## src/hdl/link_pkg.sv

```systemverilog
`default_nettype none

package link_pkg;

    // widths
    localparam int ADDRESS_WIDTH = 6;
    localparam int HEADER_WIDTH = 2;
    localparam int WEIGHT = 2;
    localparam int STAGE_WIDTH = 3;
    localparam int LINK_WORD_WIDTH = ADDRESS_WIDTH + 9 + HEADER_WIDTH;

    // field positions inside one fifo word
    localparam int BIT_INCREASE = 0;
    localparam int BIT_ERROR = 1;
    localparam int BIT_PARENT_VECTOR = 2;
    localparam int ROOT_LSB = 3;
    localparam int BIT_PARENT_ODD = ROOT_LSB + ADDRESS_WIDTH;
    localparam int BIT_CLUSTER_PARITY = BIT_PARENT_ODD + 1;
    localparam int BIT_TOUCHING_BOUNDARY = BIT_PARENT_ODD + 2;
    localparam int BIT_PEELING_COMPLETE = BIT_PARENT_ODD + 3;
    localparam int BIT_PEELING_M = BIT_PARENT_ODD + 4;
    localparam int BIT_PARITY_COMPLETED = BIT_PARENT_ODD + 5;
    localparam int HEADER_LSB = BIT_PARITY_COMPLETED + 1; // header sits at the top

    typedef logic [ADDRESS_WIDTH-1:0] address_t;
    typedef logic [HEADER_WIDTH-1:0] header_t;
    typedef logic [$clog2(WEIGHT+1)-1:0] growth_t;
    typedef logic [STAGE_WIDTH-1:0] stage_t;
    typedef logic [LINK_WORD_WIDTH-1:0] link_word_t;

    // decoder stage codes
    localparam stage_t STAGE_MEASUREMENT_LOADING = 3'd1;

endpackage

`default_nettype wire

```

## src/hdl/fifo_neighbor_link.sv

```systemverilog
`default_nettype none

module fifo_neighbor_link #(
    parameter link_pkg::header_t  HEADER_ID = 1,
    parameter link_pkg::address_t ADDRESS_A = 0,
    parameter link_pkg::address_t ADDRESS_B = 0
) (
    input  wire                       clk,
    input  wire                       reset,
    input  wire link_pkg::stage_t     global_stage,

    input  wire                       a_increase,
    input  wire                       a_is_error_in,

    // local side-a state
    input  wire link_pkg::address_t   a_root_in,
    input  wire                       a_parent_vector_in,
    input  wire                       a_parent_odd_in,
    input  wire                       a_child_cluster_parity_in,
    input  wire                       a_child_touching_boundary_in,
    input  wire                       a_child_peeling_complete_in,
    input  wire                       a_child_peeling_m_in,
    input  wire                       a_parent_peeling_parity_completed_in,

    // peer state as seen by side a
    output link_pkg::address_t        a_root_out,
    output logic                      a_parent_vector_out,
    output logic                      a_parent_odd_out,
    output logic                      a_child_cluster_parity_out,
    output logic                      a_child_touching_boundary_out,
    output logic                      a_child_peeling_complete_out,
    output logic                      a_child_peeling_m_out,
    output logic                      a_parent_peeling_parity_completed_out,

    output logic                      fully_grown,
    output logic                      is_error,

    input  wire                       input_fifo_valid,
    output logic                      input_fifo_ready,
    input  wire link_pkg::link_word_t input_fifo_data,

    output logic                      output_fifo_valid,
    input  wire                       output_fifo_ready,
    output link_pkg::link_word_t      output_fifo_data
);

    logic peer_increase;
    logic peer_is_error;

    link_growth i_growth (
        .clk           (clk),
        .reset         (reset),
        .global_stage  (global_stage),
        .a_increase    (a_increase),
        .peer_increase (peer_increase),
        .a_is_error_in (a_is_error_in),
        .peer_is_error (peer_is_error),
        .fully_grown   (fully_grown),
        .is_error      (is_error)
    );

    link_tx_packer #(
        .HEADER_ID (HEADER_ID),
        .ADDRESS_A (ADDRESS_A)
    ) i_tx (
        .clk                                  (clk),
        .reset                                (reset),
        .global_stage                         (global_stage),
        .a_increase                           (a_increase),
        .a_is_error_in                        (a_is_error_in),
        .a_root_in                            (a_root_in),
        .a_parent_vector_in                   (a_parent_vector_in),
        .a_parent_odd_in                      (a_parent_odd_in),
        .a_child_cluster_parity_in            (a_child_cluster_parity_in),
        .a_child_touching_boundary_in         (a_child_touching_boundary_in),
        .a_child_peeling_complete_in          (a_child_peeling_complete_in),
        .a_child_peeling_m_in                 (a_child_peeling_m_in),
        .a_parent_peeling_parity_completed_in (a_parent_peeling_parity_completed_in),
        .output_fifo_ready                    (output_fifo_ready),
        .output_fifo_valid                    (output_fifo_valid),
        .output_fifo_data                     (output_fifo_data)
    );

    link_rx_unpacker #(
        .HEADER_ID (HEADER_ID),
        .ADDRESS_B (ADDRESS_B)
    ) i_rx (
        .clk                                   (clk),
        .reset                                 (reset),
        .global_stage                          (global_stage),
        .input_fifo_valid                      (input_fifo_valid),
        .input_fifo_data                       (input_fifo_data),
        .input_fifo_ready                      (input_fifo_ready),
        .peer_increase                         (peer_increase),
        .peer_is_error                         (peer_is_error),
        .a_root_out                            (a_root_out),
        .a_parent_vector_out                   (a_parent_vector_out),
        .a_parent_odd_out                      (a_parent_odd_out),
        .a_child_cluster_parity_out            (a_child_cluster_parity_out),
        .a_child_touching_boundary_out         (a_child_touching_boundary_out),
        .a_child_peeling_complete_out          (a_child_peeling_complete_out),
        .a_child_peeling_m_out                 (a_child_peeling_m_out),
        .a_parent_peeling_parity_completed_out (a_parent_peeling_parity_completed_out)
    );

endmodule

`default_nettype wire

```

## src/hdl/link_growth.sv

```systemverilog
`default_nettype none

module link_growth (
    input  wire                  clk,
    input  wire                  reset,
    input  wire link_pkg::stage_t global_stage,
    input  wire                  a_increase,
    input  wire                  peer_increase,
    input  wire                  a_is_error_in,
    input  wire                  peer_is_error,
    output logic                 fully_grown,
    output logic                 is_error
);

    import link_pkg::*;

    growth_t growth;
    logic [$bits(growth_t):0] growth_sum; // one bit extra so both increments fit
    logic loading;

    assign loading = (global_stage == STAGE_MEASUREMENT_LOADING);

    always_comb begin
        growth_sum = {1'b0, growth} + a_increase + peer_increase;
    end

    always_ff @(posedge clk) begin
        if (reset || loading) begin
            growth <= '0;
        end else if (growth_sum > WEIGHT) begin
            growth <= growth_t'(WEIGHT); // saturate at the edge weight
        end else begin
            growth <= growth_sum[$bits(growth_t)-1:0];
        end
    end

    // error follows both sides with one cycle of delay
    always_ff @(posedge clk) begin
        if (reset || loading) begin
            is_error <= 1'b0;
        end else begin
            is_error <= a_is_error_in | peer_is_error;
        end
    end

    assign fully_grown = (growth >= WEIGHT);

endmodule

`default_nettype wire

```

## src/hdl/link_rx_unpacker.sv

```systemverilog
`default_nettype none

module link_rx_unpacker #(
    parameter link_pkg::header_t  HEADER_ID = 1,
    parameter link_pkg::address_t ADDRESS_B = 0
) (
    input  wire                      clk,
    input  wire                      reset,
    input  wire link_pkg::stage_t    global_stage,
    input  wire                      input_fifo_valid,
    input  wire link_pkg::link_word_t input_fifo_data,
    output logic                     input_fifo_ready,
    output logic                     peer_increase,
    output logic                     peer_is_error,
    output link_pkg::address_t       a_root_out,
    output logic                     a_parent_vector_out,
    output logic                     a_parent_odd_out,
    output logic                     a_child_cluster_parity_out,
    output logic                     a_child_touching_boundary_out,
    output logic                     a_child_peeling_complete_out,
    output logic                     a_child_peeling_m_out,
    output logic                     a_parent_peeling_parity_completed_out
);

    import link_pkg::*;

    logic [HEADER_LSB-1:BIT_PARENT_VECTOR] peer_state;
    logic header_match;
    logic accept;

    assign input_fifo_ready = 1'b1; // every word is taken, foreign ones dropped
    assign header_match = (input_fifo_data[HEADER_LSB +: HEADER_WIDTH] == HEADER_ID);
    assign accept = input_fifo_valid && input_fifo_ready && header_match;

    assign peer_increase = accept && input_fifo_data[BIT_INCREASE];
    assign peer_is_error = accept && input_fifo_data[BIT_ERROR];

    // a matched word takes priority over the loading clear
    always_ff @(posedge clk) begin
        if (reset) begin
            peer_state <= '0;
            peer_state[ROOT_LSB +: ADDRESS_WIDTH] <= ADDRESS_B;
        end else if (accept) begin
            peer_state <= input_fifo_data[HEADER_LSB-1:BIT_PARENT_VECTOR];
        end else if (global_stage == STAGE_MEASUREMENT_LOADING) begin
            peer_state <= '0;
            peer_state[ROOT_LSB +: ADDRESS_WIDTH] <= ADDRESS_B;
        end
    end

    assign a_root_out = peer_state[ROOT_LSB +: ADDRESS_WIDTH];
    assign a_parent_vector_out = peer_state[BIT_PARENT_VECTOR];
    assign a_parent_odd_out = peer_state[BIT_PARENT_ODD];
    assign a_child_cluster_parity_out = peer_state[BIT_CLUSTER_PARITY];
    assign a_child_touching_boundary_out = peer_state[BIT_TOUCHING_BOUNDARY];
    assign a_child_peeling_complete_out = peer_state[BIT_PEELING_COMPLETE];
    assign a_child_peeling_m_out = peer_state[BIT_PEELING_M];
    assign a_parent_peeling_parity_completed_out = peer_state[BIT_PARITY_COMPLETED];

endmodule

`default_nettype wire

```

## src/hdl/link_tx_packer.sv

```systemverilog
`default_nettype none

module link_tx_packer #(
    parameter link_pkg::header_t  HEADER_ID = 1,
    parameter link_pkg::address_t ADDRESS_A = 0
) (
    input  wire                     clk,
    input  wire                     reset,
    input  wire link_pkg::stage_t   global_stage,
    input  wire                     a_increase,
    input  wire                     a_is_error_in,
    input  wire link_pkg::address_t a_root_in,
    input  wire                     a_parent_vector_in,
    input  wire                     a_parent_odd_in,
    input  wire                     a_child_cluster_parity_in,
    input  wire                     a_child_touching_boundary_in,
    input  wire                     a_child_peeling_complete_in,
    input  wire                     a_child_peeling_m_in,
    input  wire                     a_parent_peeling_parity_completed_in,
    input  wire                     output_fifo_ready,
    output logic                    output_fifo_valid,
    output link_pkg::link_word_t    output_fifo_data
);

    import link_pkg::*;

    // state bits keep their word positions so slices line up with the fifo word
    logic [HEADER_LSB-1:BIT_PARENT_VECTOR] state_now;
    logic [HEADER_LSB-1:BIT_PARENT_VECTOR] state_prev;
    logic increase_sticky;
    logic error_sticky;
    logic loading;
    logic state_changed;
    logic trigger;

    assign loading = (global_stage == STAGE_MEASUREMENT_LOADING);

    always_comb begin
        state_now = '0;
        state_now[BIT_PARENT_VECTOR] = a_parent_vector_in;
        state_now[ROOT_LSB +: ADDRESS_WIDTH] = a_root_in;
        state_now[BIT_PARENT_ODD] = a_parent_odd_in;
        state_now[BIT_CLUSTER_PARITY] = a_child_cluster_parity_in;
        state_now[BIT_TOUCHING_BOUNDARY] = a_child_touching_boundary_in;
        state_now[BIT_PEELING_COMPLETE] = a_child_peeling_complete_in;
        state_now[BIT_PEELING_M] = a_child_peeling_m_in;
        state_now[BIT_PARITY_COMPLETED] = a_parent_peeling_parity_completed_in;
    end

    // previous side-a state, back to its defaults when loading
    always_ff @(posedge clk) begin
        if (reset || loading) begin
            state_prev <= '0;
            state_prev[ROOT_LSB +: ADDRESS_WIDTH] <= ADDRESS_A;
        end else begin
            state_prev <= state_now;
        end
    end

    assign state_changed = (state_now != state_prev);
    assign trigger = !loading && (a_increase || a_is_error_in || state_changed);

    always_ff @(posedge clk) begin
        if (reset || loading) begin
            increase_sticky <= 1'b0;
            error_sticky <= 1'b0;
        end else begin
            increase_sticky <= increase_sticky | a_increase;
            error_sticky <= error_sticky | a_is_error_in;
        end
    end

    // a new trigger wins over the clear after a transfer
    always_ff @(posedge clk) begin
        if (reset || loading) begin
            output_fifo_valid <= 1'b0;
        end else if (trigger) begin
            output_fifo_valid <= 1'b1;
        end else if (output_fifo_valid && output_fifo_ready) begin
            output_fifo_valid <= 1'b0;
        end
    end

    always_comb begin
        output_fifo_data = '0;
        output_fifo_data[BIT_INCREASE] = increase_sticky;
        output_fifo_data[BIT_ERROR] = error_sticky;
        output_fifo_data[HEADER_LSB-1:BIT_PARENT_VECTOR] = state_now; // live fields
        output_fifo_data[HEADER_LSB +: HEADER_WIDTH] = HEADER_ID;
    end

endmodule

`default_nettype wire

```

## config.mk

```make
export PLATFORM = sky130hd
export DESIGN_NAME = fifo_neighbor_link
export DESIGN_NICKNAME = d
export VERILOG_FILES = /design/src/hdl/link_pkg.sv /design/src/hdl/fifo_neighbor_link.sv /design/src/hdl/link_growth.sv /design/src/hdl/link_rx_unpacker.sv /design/src/hdl/link_tx_packer.sv
export SDC_FILE = /design/constraint.sdc
export NUM_CORES = 1
export LEC_CHECK = 0
export BUFFER_PORTS_ARGS = -buffer_cell sky130_fd_sc_hd__clkbuf_2
export CAP_MARGIN = 0
export CORE_AREA = 2 2 100 54
export CTS_CLUSTER_DIAMETER = 200
export DETAILED_ROUTE_END_ITERATION = 8
export DIE_AREA = 0 0 102 56
export GPL_ROUTABILITY_DRIVEN = 0
export PLACE_DENSITY = 0.54
export SETUP_SLACK_MARGIN = 0.05
export SLEW_MARGIN = 15
export SYNTH_ARGS = -nofsm -noshare
export SYNTH_HDL_FRONTEND = slang
export SYNTH_HIERARCHICAL = 1
export SYNTH_SLANG_ARGS = --single-unit
```

## constraint.sdc

```tcl
create_clock -name clk -period 4.05 [get_ports clk]
set_clock_uncertainty 0.15 [all_clocks]
set_input_delay 0.81 -clock clk [delete_from_list [all_inputs] [get_ports clk]]
set_output_delay 0.81 -clock clk [all_outputs]
set_load 0.02 [all_outputs]
```

==> results of run 1 <==
[sequential cells by signal, indices dropped and copies added (netlist names)]
register                cells
i_growth/growth             2
i_growth/is_error           1
i_rx/peer_state            13
i_tx/error_sticky           1
i_tx/increase_sticky        1
i_tx/output_fifo_valid      1
i_tx/state_prev            13
[area by class of cell]
cell class / instances / area share
clock buffer: 8 / 0.05158
multi-input combinational: 66 / 0.3152
timing repair buffer: 69 / 0.1977
sequential: 32 / 0.3668
tap: 70 / 0.05014
inverter: 5 / 0.01862
[worst register-to-register path, cell delays in order (launching register included)]
cell and delay [ns]:
dfxtp_1 0.31, xor2_1 0.17, a2111oi_4 0.31, nand4_1 0.15
o31a_1 0.25
[cells in the final DEF, fill, tap and decap left out, drive strengths merged, types with 2 or more instances in the layout]
cell type	synthesis	routed
conb	3	3
xor2	3	3
xnor2	10	10
a22o	13	13
clkbuf	2	77
nor3	2	2
inv	4	4
nor2	4	4
o21a	2	2
nor2b	2	2
and2	15	15
dfxtp	32	32
nand4	3	3
[layer usage]
metal | vias to the layer above | global-route usage | share of wire
li1 | 507 | - | -
met1 | 420 | 0.1525 | 0.58
met2 | 24 | 0.1184 | 0.37
met3 | 2 | 0.03518 | 0.040
met4 | 0 | 0.04000 | 0.010
met5 | - | 0 | 0
[where the power goes]
part	switching [mW]	internal, mW	leakage [nW]	total, mW
Sequential	0.00828	0.333	0.264	0.341
Clock	0.106	0.138	0.0455	0.244
Combinational	0.0628	0.0530	0.505	0.116
Total	0.177	0.524	0.815	0.701
[per-stage QoR]
stage | util | instances
floorplan | - | 125
global placement | 0.3470 | 242
detailed placement | 0.3470 | 242
CTS | 0.3658 | 250
global route | 0.3658 | 250
finish | 0.3658 | 250
[logic make-up after synthesis]
| logic type | synth area share |
|---|---|
| buffers and inverters | 0.1400 |
| adder cells (fa/ha/maj) | 0.02349 |
| AND/OR/NAND/NOR | 0.1373 |
| XOR/XNOR | 0.08220 |
| other | 0.008130 |
| flip-flops | 0.4625 |
| AO/OA/AOI/OAI | 0.1463 |
[final timing paths]
check | endpoint | slack, ns | cells past startpoint
setup reg to reg | i_tx/output_fifo_valid$_SDFFE_PP0P_ | 2.60 | 4
hold reg to reg | i_tx/error_sticky$_SDFF_PP0_ | 0.30 | 1
hold / removal | i_tx/error_sticky$_SDFF_PP0_ | 0.30 | 1
setup / recovery | i_growth/growth[1]$_SDFF_PP0_ | 1.87 | 8
==> out/metrics.csv, run 1 <==
stage;metric;value;unit
placement;numPortBuffers;69;
synth;synth-edff-count;0;
die;die_w;102;microns
timing;period_needed;2.178;ns
synth;synth_common_cells;dfxtp_1, buf_4, and2_1;
timing;slew_viol_final;0;
timing;tns;0;ns
worst_setup_path;cp_slowest_cell;fa_1;
worst_setup_path;path_class;primary input to flop;
placement;preCtsSetupSlack;1.583;ns
timing;fmax;459.1;MHz
min_path;min_from;i_tx/error_sticky$_SDFF_PP0_;
synth;ys_seq_area_frac;0.4625;
grt;track_usage;0.09877;
synth;async_reset_ff_frac;0;
status;status;completed;
run;cap_violations;0;
power;vdd_drop_max;0.0001090;V
timing;relSlewSlack;0.2834;
worst_setup_path;crit_path_max_fanout;4;
placement;dpl-instance-area;1657;sq um
clock_tree;clockRootBuffer;clkbuf_8;
synth;syn_avg_cell_area;11.08;sq um
detailed_routing;wl_per_cell;10.73;microns
synth;syn-num-nets;166;
grt;grt_pass1_wl;4333;microns
power;p_leak;0.8146;nW
clock_tree;clk_pin_slew_worst_paths;0.06;ns
timing;hold_viol;0;
clock_tree;cts_num_sinks;32;
grt;grt_overflow;0;
worst_setup_path;crit_chain;clkbuf_2 > and3b_2 > and2_1 > inv_1 > fa_1 > ha_1 > nor2b_1 > nor3_1;
grt;grt_start_max_net_pins;17;
synth;yosys_warnings;6;
die;rows;18;
finish;ff_latch_area;640.6;sq um
detailed_routing;viasPerCell;3.812;
detailed_routing;first_pass_iters;4;
worst_setup_path;cp.arrival;2.18;ns
min_path;min_path_type;flop to flop;
timing;setup-violations-final;0;
finish;antenna_cells;0;
finish;final_nets;220;
worst_setup_path;max_stage_delay;0.39;ns
finish;fillers;487;
power;p_per_area;401.4;nW/um^2
worst_setup_path;r2r-start;i_tx/state_prev[2]$_SDFF_PP0_;
detailed_routing;drtAntennaViolNets;0;
synth;synthCells;125;
synth;yosysTopAreaCellShare;0.4625;
worst_setup_path;startpoint;input_fifo_data[16];
worst_setup_path;start_kind;primary input;
detailed_routing;drtIter0Drc;21;
clock_tree;post_cts_resized;0;
worst_setup_path;path_buf_inv;2;
detailed_routing;drc;0;
grt;antenna_found_initial;0;
die;die_y;56;microns
synth;synth.area.top_cells;dfxtp_1, buf_4, a22o_2, and2_1, xnor2_1;
timing;tightest_slew;1.075;ns
finish;area_delta_synth_final;26.11;%
detailed_routing;via_count;953;
grt;grt_pass1_vias;894;
worst_setup_path;endpoint_kind;flop;
finish;drive_gt1_frac;0.5111;
clock_tree;hold_buffers;0;
die;start_util;0.2901;
synth;ys_seq_elements;32;
clock_tree;postCtsSetupBuffers;0;
die;die-area;5712;sq um
placement;dpl.hpwl;2173;microns
timing;rsz0062_at_grt;false;
clock_tree;cts_tree;done;
synth;syn_area;1385;sq um
synth;synth_cell_types;27;
finish;final_area;1747;sq um
timing;whs;0.3010;ns
power;power;0.7011;mW
clock_tree;htreeDepth;2;
clock_tree;ctsLongestPathBuffers;2;
worst_setup_path;critPathTopFamily;adder cells;
die;core;4775;sq um
detailed_routing;routed_wl;2682;microns
worst_setup_path;worstPathRequired;4.05;ns
synth;yosysTopAreaCell;dfxtp_1;
clock_tree;clk_latency;0.27;ns
finish;multi_input_area;550.5;sq um
synth;yosysMostFrequentCell;dfxtp_1;
clock_tree;cts_inserted_buffers;5;
timing;fin_ws;1.872;ns
synth;synth_flop_cell;dfxtp_1;
timing;fin_crit_sh;0.5378;
die;ios;73;
Power figures use the tool's default switching activity.
==> run 2, diff against run 1 <==
clock period = 2.1 ns   (was 4.05 ns; I/O delays follow)
==> run 2 against run 1 <==
Power rose by 94%. Global-route usage is 0.15 points higher. Sequential cell count stayed put. Worst setup slack got worse by 1.5 ns. Register-to-register slack worse by 1.9 ns. Combinational power up 98%. Die area stayed put. Via count is 4.5% higher. Hold slack worse by 0.092 ns. Count of clock-buffer cells in the layout did not move. Largest cell class unchanged. Highest routed layer unchanged.
==> out/metrics.csv, run 2 (synthesis gave the netlist of run 1 again) <==
stage;metric;value;unit;change
detailed_routing;drtIter0Drc;22;;+4.8%
power;p_sw_frac;0.2545;;+0.002115
worst_setup_path;critPathTopFamily;adder cells;;
timing;setup-violations-final;0;;unchanged
grt;track_usage;0.1002;;+0.001471
worst_setup_path;path_buf_inv;2;;unchanged
timing;hold_viol;0;;unchanged
die;start_util;0.2901;;unchanged
clock_tree;cts_inserted_buffers;5;;unchanged
worst_setup_path;start_kind;primary input;;
clock_tree;clockRootBuffer;clkbuf_8;;
grt;grt_pass1_wl;4457;microns;+2.9%
detailed_routing;viasPerCell;3.921;;+2.9%
finish;final_common_cell;clkbuf_2;;
timing;fmax;583.3;MHz;
finish;final_area;1777;sq um;+1.7%
power;vdd_drop_max;0.0002232;V;+100%
clock_tree;cts_num_sinks;32;;unchanged
detailed_routing;via_count;996;;+4.5%
finish;multi_input_area;550.5;sq um;unchanged
detailed_routing;first_pass_iters;4;;unchanged
placement;dpl.hpwl;2248;microns;+3.5%
power;pwr-share-clk;0.349;;about the same
power;combPwrFrac;0.169;;+0.004
detailed_routing;drtAntennaViolNets;0;;unchanged
clock_tree;clk_latency;0.27;ns;about the same
worst_setup_path;worstRegToRegCells;4;;unchanged
worst_setup_path;crit_chain;clkbuf_2 > and3b_2 > and2_1 > inv_1 > fa_1 > ha_1 > nor2b_1 > nor3_1;;
min_path;min_path_type;primary input to flop;;
timing;period_needed;1.714;ns;
power;pwr-share-seq;0.483;;-0.003
worst_setup_path;worstPathRequired;2.10;ns;-1.95 ns
worst_setup_path;crit_path_max_fanout;2;;-2
worst_setup_path;endpoint_kind;flop;;
power;switchingPower;0.3466;mW;+96%
timing;tns;0;ns;unchanged
finish;mostFrequentLayoutCells;clkbuf_2, dfxtp_1, and2_1;;
die;core;4775;sq um;unchanged
finish;drive_gt1_frac;0.5217;;+0.01063
worst_setup_path;path_depth;8;;unchanged
clock_tree;hold_buffers;0;;unchanged
placement;numPortBuffers;69;;unchanged
power;p_int;1.015;mW;+94%
detailed_routing;routed_wl;2813;microns;+4.9%
grt;grt_overflow;0;;unchanged
clock_tree;post_cts_resized;0;;unchanged
die;ios;73;;unchanged
min_path;hold_depth;2;;+1
clock_tree;htreeDepth;2;;unchanged
worst_setup_path;cp.arrival;1.72;ns;-0.46 ns
clock_tree;postCtsSetupBuffers;0;;unchanged
finish;antenna_cells;0;;unchanged
finish;final_nets;224;;+1.8%
finish;area_delta_synth_final;28.27;%;
detailed_routing;wl_per_cell;11.07;microns;+3.2%
worst_setup_path;path_class;primary input to flop;;
clock_tree;clk_pin_slew_worst_paths;0.06;ns;about the same
finish;fillers;493;;+1.2%
power;p_per_area;766.6;nW/um^2;+91%
placement;dpl-instance-area;1687;sq um;+1.8%
die;die_w;102;microns;unchanged
detailed_routing;drc;0;;unchanged
finish;ff_latch_area;640.6;sq um;unchanged
die;die_y;56;microns;unchanged
power;p_leak;0.8351;nW;+2.5%
finish;largestRegisters;i_rx/peer_state x13, i_tx/state_prev x13, i_growth/growth x2;;
timing;slew_viol_final;0;;unchanged
status;status;completed;;
run;cap_violations;0;;unchanged
timing;rsz0062_at_grt;false;;
grt;grt_pass1_vias;939;;+5.0%
worst_setup_path;cp_slowest_cell;fa_1;;
clock_tree;cts_tree;done;;
grt;antenna_found_initial;0;;unchanged
grt;grt_start_max_net_pins;17;;unchanged
die;rows;18;;unchanged
clock_tree;ctsLongestPathBuffers;2;;unchanged
die;die-area;5712;sq um;unchanged
timing;fin_crit_sh;0.8164;;
worst_setup_path;max_stage_delay;0.39;ns;about the same
-- run 2: area by class of cell --
type | count | share of cell area
sequential | 32 | 0.3606
clock buffer | 8 | 0.05070
timing repair buffer | 73 | 0.2113
multi-input combinational | 66 | 0.3099
inverter | 5 | 0.01831
tap | 70 | 0.04930
-- run 2: worst paths after layout --
path	start	end	slack [ns]
setup reg to reg	i_tx/state_prev[2]$_SDFF_PP0_	i_tx/output_fifo_valid$_SDFFE_PP0P_	0.67
hold reg to reg	i_tx/error_sticky$_SDFF_PP0_	i_tx/error_sticky$_SDFF_PP0_	0.31
setup / recovery	input_fifo_data[16]	i_growth/growth[1]$_SDFF_PP0_	0.39
hold / removal	input_fifo_data[7]	i_rx/peer_state[7]$_SDFFE_PP0P_	0.21
-- run 2: worst register-to-register path, cell delays in order, from the launching register on --
cell       delay, ns
dfxtp_1         0.31
xor2_1          0.17
a2111oi_4       0.31
nand4_1         0.14
o31a_1          0.25
-- run 2: routing by layer --
| metal | up-vias | track usage | routed length, microns |
|---|---|---|---|
| li1 | 512 | - | - |
| met1 | 454 | 0.1498 | 1542 |
| met2 | 28 | 0.1297 | 1105 |
| met3 | 2 | 0.03141 | 138 |
| met4 | 0 | 0.04000 | 27 |
| met5 | - | 0 | 0 |
-- run 2: through the flow --
step | power [mW] | cells | hold slack, ns | util | worst slack (ns)
after detailed placement | 0.9020 | 246 | 0.2968 | 0.3532 | 0.09761
final | 1.362 | 254 | 0.2089 | 0.3721 | 0.3855
after global routing | 1.432 | 254 | 0.1998 | 0.3721 | 0.3235
after floorplan | 0.8345 | 125 | 0.2788 | - | 0.1903
after CTS | 1.387 | 254 | 0.1958 | 0.3721 | 0.3816
after global placement | 0.9011 | 246 | 0.2885 | 0.3532 | 0.09836
-- run 2: power groups by stage --
stage	clock network, mW	logic, mW	registers, mW
6_report	0.475	0.230	0.657
2_1_floorplan	0	0.153	0.681
4_1_cts	0.497	0.233	0.657
3_3_place_gp	0	0.230	0.671
3_5_place_dp	0	0.231	0.671
5_1_grt	0.519	0.253	0.660
==> run 3, diff against run 2 <==
clock period = 1.8 ns   (was 2.1 ns; I/O delays follow)
==> run 3 against run 2 <==
Worst setup slack got worse by 0.11 ns. Global-route usage up 0.61 points. Non-clock buffer count fell by 1. Critical endpoint unchanged. Highest routed layer unchanged.
==> out/metrics.csv, run 3 (synthesis gave the netlist of run 1 again) <==
stage;metric;value;unit;change
status;status;completed;;
clock_tree;post_cts_resized;0;;unchanged
detailed_routing;viasPerCell;3.826;;-2.4%
grt;grt_overflow;0;;unchanged
worst_setup_path;cp.arrival;1.57;ns;-0.15 ns
finish;largestRegisters;i_rx/peer_state x13, i_tx/state_prev x13, i_growth/growth x2;;
timing;fin_ws;0.2803;ns;-0.1052 ns
timing;fin_crit_sh;0.8443;;
timing;tightest_slew;0.5076;ns;
grt;grt_start_max_net_pins;17;;unchanged
worst_setup_path;worstRegToRegCells;4;;unchanged
finish;antenna_cells;0;;unchanged
die;start_util;0.2901;;unchanged
finish;area_delta_synth_final;30.35;%;
placement;preCtsSetupSlack;-0.01574;ns;-0.1134 ns
grt;antenna_found_initial;0;;unchanged
clock_tree;clk_latency;0.28;ns;about the same
timing;slew_viol_final;0;;unchanged
clock_tree;htreeDepth;2;;unchanged
clock_tree;clockRootBuffer;clkbuf_8;;
clock_tree;hold_buffers;0;;unchanged
worst_setup_path;r2r-start;i_tx/state_prev[2]$_SDFF_PP0_;;
grt;use_met1;0.1628;;+0.01298
power;p_per_area;953.8;nW/um^2;+24%
finish;drive_gt1_frac;0.5410;;+0.01924
worst_setup_path;crit_path_max_fanout;2;;unchanged
worst_setup_path;ff2ff_setup_slack;0.38;ns;-0.29 ns
die;die_y;56;microns;unchanged
worst_setup_path;startpoint;input_fifo_data[16];;
worst_setup_path;start_kind;primary input;;
worst_setup_path;worstPathRequired;1.85;ns;-0.25 ns
detailed_routing;first_pass_iters;4;;unchanged
run;cap_violations;0;;unchanged
timing;hold_viol;0;;unchanged
grt;use_met2;0.1335;;+0.003759
min_path;min_from;input_fifo_data[5];;
clock_tree;cts_num_sinks;32;;unchanged
clock_tree;ctsLongestPathBuffers;2;;unchanged
timing;rsz0062_at_grt;false;;
placement;numPortBuffers;69;;unchanged
grt;grt_pass1_wl;4623;microns;+3.7%
power;power;1.722;mW;+26%
clock_tree;cts_tree;done;;
min_path;hold_depth;2;;unchanged
clock_tree;postCtsSetupBuffers;0;;unchanged
detailed_routing;via_count;968;;-2.8%
clock_tree;clk_pin_slew_worst_paths;0.07;ns;about the same
detailed_routing;drtIter0Drc;10;;-55%
power;p_leak;0.8394;nW;+0.51%
worst_setup_path;regToRegEndpoint;i_tx/output_fifo_valid$_SDFFE_PP0P_;;
timing;period_needed;1.520;ns;
grt;track_usage;0.1063;;+0.006063
die;rows;18;;unchanged
finish;final_common_cell;clkbuf_2;;
grt;use_met3;0.04146;;+0.01005
finish;final_area;1805;sq um;+1.6%
grt;grt_pass1_vias;918;;-2.2%
die;ios;73;;unchanged
die;core;4775;sq um;unchanged
power;vdd_drop_max;0.0002857;V;+28%
timing;fmax;658.0;MHz;
finish;multi_input_area;565.5;sq um;+2.7%
timing;whs;0.1400;ns;-0.06889 ns
finish;mostFrequentLayoutCells;clkbuf_2, dfxtp_1, and2_1;;
min_path;min_path_type;primary input to flop;;
finish;fillers;504;;+2.2%
detailed_routing;wl_per_cell;11.19;microns;+1.0%
timing;relSlewSlack;0.6601;;
clock_tree;cts_inserted_buffers;5;;unchanged
die;die_w;102;microns;unchanged
grt;top_usage_layer;met1;;
min_path;hold_end;i_rx/peer_state[5]$_SDFFE_PP0P_;;
placement;dpl-instance-area;1694;sq um;+0.44%
die;die-area;5712;sq um;unchanged
detailed_routing;drtAntennaViolNets;0;;unchanged
worst_setup_path;path_class;primary input to flop;;
placement;dpl.hpwl;2252;microns;+0.16%
timing;setup-violations-final;0;;unchanged
worst_setup_path;endpoint_kind;flop;;
finish;final_nets;223;;-0.45%
detailed_routing;routed_wl;2830;microns;+0.60%
finish;ff_latch_area;640.6;sq um;unchanged
detailed_routing;drc;0;;unchanged
[run 3: cell count changes in the layout (fill, tap and decap cells not counted), sizes merged]
cell,previous run,this run
buf,4,3
bufinv,1,2
clkbuf,77,74
clkinv,0,1
clkinvlp,0,1
[run 3: layout make-up]
| type | instances | share of cell area |
|---|---|---|
| Sequential cell | 32 | 0.3548 |
| Multi-Input combinational cell | 66 | 0.3132 |
| Timing Repair Buffer | 72 | 0.2037 |
| Tap cell | 70 | 0.04851 |
| Clock buffer | 5 | 0.03812 |
| Clock inverter | 3 | 0.02356 |
| Inverter | 5 | 0.01802 |
[run 3: how the worst max path moves through the flow]
stage                                     to  slack [ns]  cells past startpoint
6_report       i_growth/growth[1]$_SDFF_PP0_        0.28                      8
5_1_grt        i_growth/growth[1]$_SDFF_PP0_        0.22                      8
4_1_cts        i_growth/growth[1]$_SDFF_PP0_        0.29                      8
3_5_place_dp   i_growth/growth[1]$_SDFF_PP0_       -0.02                      8
3_3_place_gp   i_growth/growth[1]$_SDFF_PP0_       0.004                      8
2_1_floorplan  i_growth/growth[1]$_SDFF_PP0_        0.06                      7
[run 3: layer usage]
layer,vias up,wire length [microns]
met4,0,18
met2,33,1097
li1,510,-
met3,2,197
met1,423,1516
met5,-,0
[run 3: report_power, final]
group	switching, mW	leakage [nW]	internal (mW)
sequential	0.0180	0.264	0.748
clock	0.270	0.0541	0.409
combinational	0.147	0.522	0.129
[run 3: metrics by stage]
step             util  std cells  setup TNS [ns]
2_1_floorplan       -        125               0
3_3_place_gp   0.3548        245               0
3_5_place_dp   0.3548        245        -0.01574
4_1_cts        0.3781        253               0
5_1_grt        0.3781        253               0
6_report       0.3781        253               0
[run 3: worst max-delay path: stages]
cell,delay [ns]
clkbuf_2,0.07
and3b_2,0.22
and2_1,0.12
inv_1,0.05
fa_2,0.34
ha_4,0.26
nor2b_1,0.03
nor3_1,0.11
